### src/verilog/rob_pkg.sv
package rob_pkg;

    //////////////////////////////////////////////////
    // Sizes
    //////////////////////////////////////////////////

    localparam int ROB_ID_BITS = 3;
    localparam int ROB_DEPTH   = 8;

    // Free entries left when full is raised
    localparam int FULL_MARGIN = 2;

    // Byte step to the next sequential instruction
    localparam logic [31:0] INST_BYTES = 32'd4;

    //////////////////////////////////////////////////
    // Vector types
    //////////////////////////////////////////////////

    typedef logic [ROB_ID_BITS-1:0] rob_id_t;
    typedef logic [ROB_ID_BITS:0]   rob_count_t;
    typedef logic [31:0]            word_t;
    typedef logic [4:0]             reg_addr_t;

    //////////////////////////////////////////////////
    // Buses
    //////////////////////////////////////////////////

    // Decode to ROB
    typedef struct packed {
        logic      valid;
        word_t     pc;
        reg_addr_t rd_addr;
        logic      branch_inst;
        logic      jump_inst;
        logic      mem_inst;
        logic      predict_taken;
        word_t     branch_target;
    } dispatch_t;

    // Shared by the execution and memory writeback buses
    typedef struct packed {
        logic    valid;
        rob_id_t rob_id;
        word_t   data;
    } result_t;

    typedef struct packed {
        logic      valid;
        logic      done;
        logic      branch_inst;
        logic      jump_inst;
        logic      mem_inst;
        logic      predict_taken;
        word_t     pc;
        reg_addr_t rd_addr;
        word_t     rd_data;
        word_t     target;
    } rob_entry_t;

    // Retire port toward the register file
    typedef struct packed {
        logic      valid;
        rob_id_t   rob_id;
        reg_addr_t rd_addr;
        word_t     rd_data;
    } reg_write_t;

    typedef struct packed {
        logic  miss;
        word_t address;
    } redirect_t;

endpackage
### src/verilog/rob_top.sv
`timescale 1ns/1ps

module rob_top
    import rob_pkg::*;
(
    input  logic       clk,
    input  logic       rst,
    input  dispatch_t  dispatch,
    input  result_t    ex_result,
    input  result_t    mem_result,
    output rob_id_t    dispatch_id,
    output logic       full,
    output reg_write_t reg_write,
    output redirect_t  redirect
);

    rob_id_t    head;
    rob_id_t    tail;
    rob_entry_t tail_entry;
    rob_entry_t ex_entry;
    rob_entry_t ex_update;
    logic       ex_update_en;
    logic       retire_fire;
    logic       flush;

    //////////////////////////////////////////////////
    // Storage and pointers
    //////////////////////////////////////////////////

    rob_entry_array entry_array0 (
        .clk          (clk),
        .rst          (rst),
        .flush        (flush),
        .head         (head),
        .tail         (tail),
        .dispatch     (dispatch),
        .ex_result    (ex_result),
        .ex_update    (ex_update),
        .ex_update_en (ex_update_en),
        .mem_result   (mem_result),
        .retire_fire  (retire_fire),
        .tail_entry   (tail_entry),
        .ex_entry     (ex_entry)
    );

    rob_pointers pointers0 (
        .clk            (clk),
        .rst            (rst),
        .flush          (flush),
        .dispatch_valid (dispatch.valid),
        .retire_fire    (retire_fire),
        .head           (head),
        .tail           (tail),
        .full           (full)
    );

    //////////////////////////////////////////////////
    // Writeback and commit
    //////////////////////////////////////////////////

    rob_resolve resolve0 (
        .ex_result    (ex_result),
        .ex_entry     (ex_entry),
        .ex_update    (ex_update),
        .ex_update_en (ex_update_en)
    );

    rob_retire retire0 (
        .clk         (clk),
        .rst         (rst),
        .tail        (tail),
        .tail_entry  (tail_entry),
        .retire_fire (retire_fire),
        .flush       (flush),
        .reg_write   (reg_write),
        .redirect    (redirect)
    );

    // Next dispatch lands at the head
    assign dispatch_id = head;

endmodule

### src/verilog/rob_retire.sv
`timescale 1ns/1ps

module rob_retire
    import rob_pkg::*;
(
    input  logic       clk,
    input  logic       rst,
    input  rob_id_t    tail,
    input  rob_entry_t tail_entry,
    output logic       retire_fire,
    output logic       flush,
    output reg_write_t reg_write,
    output redirect_t  redirect
);

    logic      branch_taken;
    logic      mispredict;
    logic      redirect_needed;
    word_t     redirect_next;

    logic      rw_valid;
    rob_id_t   rw_rob_id;
    reg_addr_t rw_rd_addr;
    word_t     rw_rd_data;
    logic      miss;
    word_t     miss_addr;

    // No retirement while the buffer is being flushed
    assign retire_fire = tail_entry.valid && tail_entry.done && !miss;

    assign branch_taken    = tail_entry.rd_data[0];
    assign mispredict      = tail_entry.branch_inst && !tail_entry.jump_inst &&
                             (branch_taken != tail_entry.predict_taken);
    assign redirect_needed = tail_entry.jump_inst || mispredict;

    always_comb begin
        if (tail_entry.jump_inst || branch_taken) begin
            redirect_next = tail_entry.target;
        end else begin
            redirect_next = tail_entry.pc + INST_BYTES;
        end
    end

    //////////////////////////////////////////////////
    // Output registers
    //////////////////////////////////////////////////

    always_ff @(posedge clk) begin
        if (rst) begin
            rw_valid <= 1'b0;
            miss     <= 1'b0;
        end else begin
            rw_valid <= retire_fire;
            miss     <= retire_fire && redirect_needed;
        end
    end

    always_ff @(posedge clk) begin
        if (retire_fire) begin
            rw_rob_id  <= tail;
            rw_rd_addr <= tail_entry.rd_addr;
            rw_rd_data <= tail_entry.rd_data;
            miss_addr  <= redirect_next;
        end
    end

    assign reg_write = '{valid: rw_valid, rob_id: rw_rob_id,
                         rd_addr: rw_rd_addr, rd_data: rw_rd_data};
    assign redirect  = '{miss: miss, address: miss_addr};
    assign flush     = miss;

    // Pointers restart at entry zero once a flush has passed
    a_flush_resets_tail: assert property (
        @(posedge clk) disable iff (rst)
        flush |=> (tail == '0)
    );

endmodule

### src/verilog/rob_resolve.sv
`timescale 1ns/1ps

module rob_resolve
    import rob_pkg::*;
(
    input  result_t    ex_result,
    input  rob_entry_t ex_entry,
    output rob_entry_t ex_update,
    output logic       ex_update_en
);

    logic  is_jalr;
    logic  is_jal;
    word_t link_addr;

    // JALR carries both the jump and branch flags
    assign is_jalr   = ex_entry.jump_inst && ex_entry.branch_inst;
    assign is_jal    = ex_entry.jump_inst && !ex_entry.branch_inst;
    assign link_addr = ex_entry.pc + INST_BYTES;

    // Results for flushed or never dispatched ids are dropped
    assign ex_update_en = ex_result.valid && ex_entry.valid;

    //////////////////////////////////////////////////
    // Result by instruction kind
    //////////////////////////////////////////////////

    always_comb begin
        ex_update = ex_entry;

        if (is_jalr) begin
            ex_update.target  = {ex_result.data[31:1], 1'b0};
            ex_update.rd_data = link_addr;
        end else if (is_jal) begin
            ex_update.target  = ex_result.data;
            ex_update.rd_data = link_addr;
        end else begin
            // Branches keep the decoded target and carry the taken flag in bit 0
            ex_update.rd_data = ex_result.data;
        end

        // Loads and stores wait for the memory bus
        ex_update.done = ex_entry.done || !ex_entry.mem_inst;
    end

endmodule

### src/verilog/rob_pointers.sv
`timescale 1ns/1ps

module rob_pointers
    import rob_pkg::*;
(
    input  logic    clk,
    input  logic    rst,
    input  logic    flush,
    input  logic    dispatch_valid,
    input  logic    retire_fire,
    output rob_id_t head,
    output rob_id_t tail,
    output logic    full
);

    rob_count_t count;

    //////////////////////////////////////////////////
    // Head, tail and occupancy
    //////////////////////////////////////////////////

    always_ff @(posedge clk) begin
        if (rst || flush) begin
            head  <= '0;
            tail  <= '0;
            count <= '0;
        end else begin
            if (dispatch_valid) begin
                head <= head + 1'b1;
            end
            if (retire_fire) begin
                tail <= tail + 1'b1;
            end

            // Dispatch and retire together cancel out
            if (dispatch_valid && !retire_fire) begin
                count <= count + 1'b1;
            end else if (retire_fire && !dispatch_valid) begin
                count <= count - 1'b1;
            end
        end
    end

    // Advice to decode raised while FULL_MARGIN slots are still free
    assign full = (count >= rob_count_t'(ROB_DEPTH - FULL_MARGIN));

    // Decode has to honour full
    a_no_dispatch_when_full: assert property (
        @(posedge clk) disable iff (rst)
        full |-> !dispatch_valid
    );

    a_count_in_range: assert property (
        @(posedge clk) disable iff (rst)
        count <= rob_count_t'(ROB_DEPTH)
    );

endmodule

### src/verilog/rob_entry_array.sv
`timescale 1ns/1ps

module rob_entry_array
    import rob_pkg::*;
(
    input  logic       clk,
    input  logic       rst,
    input  logic       flush,
    input  rob_id_t    head,
    input  rob_id_t    tail,
    input  dispatch_t  dispatch,
    input  result_t    ex_result,
    input  rob_entry_t ex_update,
    input  logic       ex_update_en,
    input  result_t    mem_result,
    input  logic       retire_fire,
    output rob_entry_t tail_entry,
    output rob_entry_t ex_entry
);

    rob_entry_t entries [ROB_DEPTH];
    rob_entry_t new_entry;
    logic       mem_hit;

    // Fresh entry built from the decode bus
    always_comb begin
        new_entry               = '0;
        new_entry.valid         = 1'b1;
        new_entry.done          = 1'b0;
        new_entry.branch_inst   = dispatch.branch_inst;
        new_entry.jump_inst     = dispatch.jump_inst;
        new_entry.mem_inst      = dispatch.mem_inst;
        new_entry.predict_taken = dispatch.predict_taken;
        new_entry.pc            = dispatch.pc;
        new_entry.rd_addr       = dispatch.rd_addr;
        new_entry.target        = dispatch.branch_target;
    end

    // Stale memory results for flushed entries are dropped
    assign mem_hit = mem_result.valid && entries[mem_result.rob_id].valid;

    //////////////////////////////////////////////////
    // Write ports
    //////////////////////////////////////////////////

    always_ff @(posedge clk) begin
        if (rst || flush) begin
            for (int i = 0; i < ROB_DEPTH; i++) begin
                entries[i].valid <= 1'b0;
            end
        end else begin
            // Oldest entry leaves
            if (retire_fire) begin
                entries[tail].valid <= 1'b0;
            end

            if (dispatch.valid) begin
                entries[head] <= new_entry;
            end

            // Resolved execution fields
            if (ex_update_en) begin
                entries[ex_result.rob_id].done    <= ex_update.done;
                entries[ex_result.rob_id].rd_data <= ex_update.rd_data;
                entries[ex_result.rob_id].target  <= ex_update.target;
            end

            // Memory bus last so it wins a same-id collision
            if (mem_hit) begin
                entries[mem_result.rob_id].done    <= 1'b1;
                entries[mem_result.rob_id].rd_data <= mem_result.data;
            end
        end
    end

    //////////////////////////////////////////////////
    // Read ports
    //////////////////////////////////////////////////

    assign tail_entry = entries[tail];
    assign ex_entry   = entries[ex_result.rob_id];

    // Head from the pointer block must always point at a free slot
    a_dispatch_free: assert property (
        @(posedge clk) disable iff (rst)
        (dispatch.valid && !flush) |-> !entries[head].valid
    );

endmodule

### config.mk
export PLATFORM = sky130hd
export DESIGN_NAME = rob_top
export DESIGN_NICKNAME = d
export VERILOG_FILES = /design/src/verilog/rob_pkg.sv /design/src/verilog/rob_top.sv /design/src/verilog/rob_retire.sv /design/src/verilog/rob_resolve.sv /design/src/verilog/rob_pointers.sv /design/src/verilog/rob_entry_array.sv
export SDC_FILE = /design/constraint.sdc
export NUM_CORES = 1
export LEC_CHECK = 0
export BUFFER_PORTS_ARGS = -buffer_cell sky130_fd_sc_hd__buf_2
export CORE_UTILIZATION = 40
export DETAILED_ROUTE_END_ITERATION = 6
export HOLD_SLACK_MARGIN = 0.03
export PLACE_DENSITY = 0.68
export SETUP_SLACK_MARGIN = 0.3
export SKIP_CTS_REPAIR_TIMING = 1
export SLEW_MARGIN = 10
export SYNTH_ARGS = -nofsm -noshare
export SYNTH_HDL_FRONTEND = slang
export SYNTH_SLANG_ARGS = --single-unit
### constraint.sdc
create_clock -name clk -period 6.2 [get_ports clk]
set_clock_uncertainty 0.15 [all_clocks]
set_input_delay 0.31 -clock clk [delete_from_list [all_inputs] [get_ports clk]]
set_output_delay 0.31 -clock clk [all_outputs]
set_load 0.01 [all_outputs]
==> out/results.txt <==
first-pass iteration count of the detailed router -> 7
clock slew at reported path FFs -> 0.06 ns
Worst-Skew Late Latency -> 0.69 ns
Fmax achieved -> 0.200 GHz
Post-synth top cells -> edfxtp_1 (912), nand2_1 (423), o21ai_0 (382)
Final HPWL DP -> 99200 um
vias post-DR -> 34600
setup tns final -> 0 ns
largest net degree at the start of global routing -> 73
per-cell routed wire length -> 30.5 um
GPL Wtd Cong -> 0.940
Initial Utilization -> 40.4%
Final min period -> 5.00 ns
first-pass GRT wire length -> 231000 um
grt total ovfl -> 0
Slew headroom -> 22.0%
# setup viols final -> 0
DR iter-0 viols -> 5750
Residual DRC -> 0
switching fraction of total power -> 24.4%
RSZ-0062 raised after global routing -> false
Clock power frac -> 40.8%
synthesized flop and latch total -> 943
Yosys top cell area share -> 58.1%
share of cells above drive strength 1 -> 21.6%
FP Rows -> 125
met3 GRT Util -> 7.51%
Num CTS Buffers -> 100
max-slew violation count -> 0
Avg Cell Area, Syn -> 13.2 um^2
Int Pwr -> 0.0107 W
antenna violations before repair -> 20
Gate Count Post-Synth -> 3562
crit path launch type -> flip-flop
share of flip-flops with an asynchronous set or reset -> 0%
H-tree depth -> 3
Pwr Density -> 265 mW/mm^2
CTS Root Cell -> clkbuf_16
area added between synthesis and finish -> 13.7%
post-synth cell types -> 90
final antenna-violating net count -> 0
CP endpoint kind -> flip-flop
GRT Total Usage -> 26.6%
WS Path Type -> reg -> reg
number of global-route vias before repair -> 32500
run status -> complete, no violations
leading area contributor after synthesis -> edfxtp_1
CTS tree -> yes
worst vdd ir -> 0.205 mV
worst path arrival time -> 5.28 ns
total core area -> 0.117 mm^2
count of final hold-check violations -> 0
post-synthesis sequential area ratio -> 59.4%
nets@finish -> 3879
actual slew at the worst max-slew pin -> 1.17 ns
Syn. warnings -> 0
Longest Clk Path Bufs -> 3
prevailing post-synth register cell -> edfxtp_1
final-layout fill cell count -> 10200
total length of routed wires -> 163000 um
Final period util -> 80.7%
Combinational Power Share -> 8.9%
met2 GRT Util -> 41.0%
Die ar. -> 0.119 mm^2
Max-cap violations -> 0
gr busiest metal -> met2
most common cell in the synthesized netlist -> edfxtp_1
syn nets -> 3718
part of the power in registers -> 50.3%
leakage -> 17.4 nW
I/O Pins -> 226
EDFF count, synth -> 912
synth top area cells -> edfxtp_1 (58%), mux4_2 (11%), o21ai_0 (4.1%)
quantity of I/O buffers inserted on ports -> 225
Clock Sink Count -> 943
DIE WIDTH -> 345 um
Worst Path Max Fanout -> 43
Die Ht -> 345 um
Switch Pwr -> 0.00346 W
CP Data Required Time -> 6.48 ns
Via density -> 6.48
mapped cell area -> 0.0471 mm^2
final hold slack -> 0.0339 ns
routing usage on met1 -> 34.3%
Min-Delay Path Class -> in -> reg
-- cell type report --
cell class / instances / area (um^2) / area share (%)
Antenna cell: 10 / 25.0 / 0.0467
Clock buffer: 128 / 2630 / 4.91
Clock inverter: 58 / 463 / 0.865
Inverter: 16 / 75.1 / 0.140
Multi-Input combinational cell: 2252 / 17600 / 32.9
Sequential cell: 943 / 28000 / 52.3
Tap cell: 1524 / 1910 / 3.56
Timing Repair Buffer: 410 / 2820 / 5.26
-- kinds of logic (layout without fill, tap and decap cells) --
logic type | Yosys count | count (layout) | synth area share, %
flops | 943 | 943 | 59.4
simple gates | 931 | 931 | 9.15
compound gates | 884 | 884 | 12.1
mux | 377 | 377 | 14.7
buf+inv | 367 | 612 | 3.42
xor+xnor | 52 | 52 | 0.967
fa+ha+maj | 8 | 8 | 0.228
other cells | 0 | 10 | 0
-- routing by layer --
| metal | share of wire, % | routed length (um) |
|---|---|---|
| met5 | 0.070 | 114 |
| met3 | 14 | 22500 |
| met1 | 35 | 57400 |
| met2 | 45 | 73800 |
| met4 | 5.6 | 9170 |
-- cell usage in the layout (no fill, tap or decap), types with 8 or more instances in the layout --
cell           synthesis  routed
a21oi_1               66      66
a221o_1                8       8
a221oi_1              47      47
a22o_1               103     103
a22oi_1               65      65
a311o_1                8       8
a31oi_1               29      29
and2_1                 9       9
and3_1                10      10
buf_2                 52     223
buf_4                 10      77
clkbuf_1             214      27
clkbuf_16              0     101
clkinv_1               0      24
clkinv_2               0      27
dfxtp_1               31      28
diode_2                0      10
dlygate4sd3_1          0     108
edfxtp_1             912     912
mux2_2                68      68
mux2i_1               67      67
mux4_1                 8       8
mux4_2               233     233
nand2_1              423     407
nand2_2                0      15
nand2b_1               8       8
nand3_1              285     284
nand4_1                9       9
nor2_1                94      89
nor2b_1                9       8
nor3_1                13      11
o211ai_1              11      11
o21ai_0              382     382
o21ai_1               37      37
o22ai_1               12      12
o31ai_1               67      67
or2_2                 19      19
xnor2_1               26      26
xor2_1                26      26
-- power by group through the flow --
stage                     Clock [W]  Combinational, W  Sequential [W]
after floorplan                   0          0.000698         0.00725
after global placement            0           0.00114         0.00726
after detailed placement          0           0.00115         0.00727
after CTS                   0.00581           0.00116         0.00713
after global routing        0.00603           0.00131         0.00714
final                       0.00579           0.00127         0.00713
-- per-stage QoR --
stage / instance area, um^2 / setup slack [ns] / util, % / cells / power, W
global route: 53500 / 1.07 / 45.9 / 5335 / 0.0145
finish: 53600 / 1.20 / 46.0 / 5341 / 0.0142
CTS: 52400 / 1.32 / 45.0 / 5223 / 0.0141
floorplan: 47100 / 2.20 / - / 3562 / 0.00795
global placement: 49300 / 1.37 / 42.4 / 5037 / 0.00840
detailed placement: 49300 / 1.35 / 42.4 / 5037 / 0.00842
-- worst paths after layout --
| check | start | endpoint | slack (ns) | cells past startpoint |
|---|---|---|---|---|
| max | flip-flop | retire0.miss_addr[31] | 1.20 | 9 |
| min reg2reg | pointers0.count[3] | pointers0.count[3] | 0.37 | 2 |
| max reg2reg | flip-flop | retire0.miss_addr[31] | 1.20 | 9 |
| min | ex_result[11] | entry_array0.entries[7][11] | 0.03 | 3 |
-- worst max-delay path, stage by stage, from the launching register on --
cell	delay [ns]
dfxtp_4	0.91
buf_4	0.85
mux4_2	0.38
mux2i_1	0.14
nand4b_1	0.32
nor4_1	0.74
nand2_1	0.24
nor3_1	0.50
xor2_1	0.12
o21ai_0	0.39
-- flip-flops by register name, indices dropped and copies added, names as in the netlist, named ones only --
name / flops
entry_array0.entries: 856
pointers0.count: 4
pointers0.head: 3
pointers0.tail: 3
retire0.flush: 1
retire0.miss_addr: 32
retire0.rw_rd_addr: 5
retire0.rw_rd_data: 32
retire0.rw_rob_id: 3
retire0.rw_valid: 1
(Power assumes the default switching activity.)
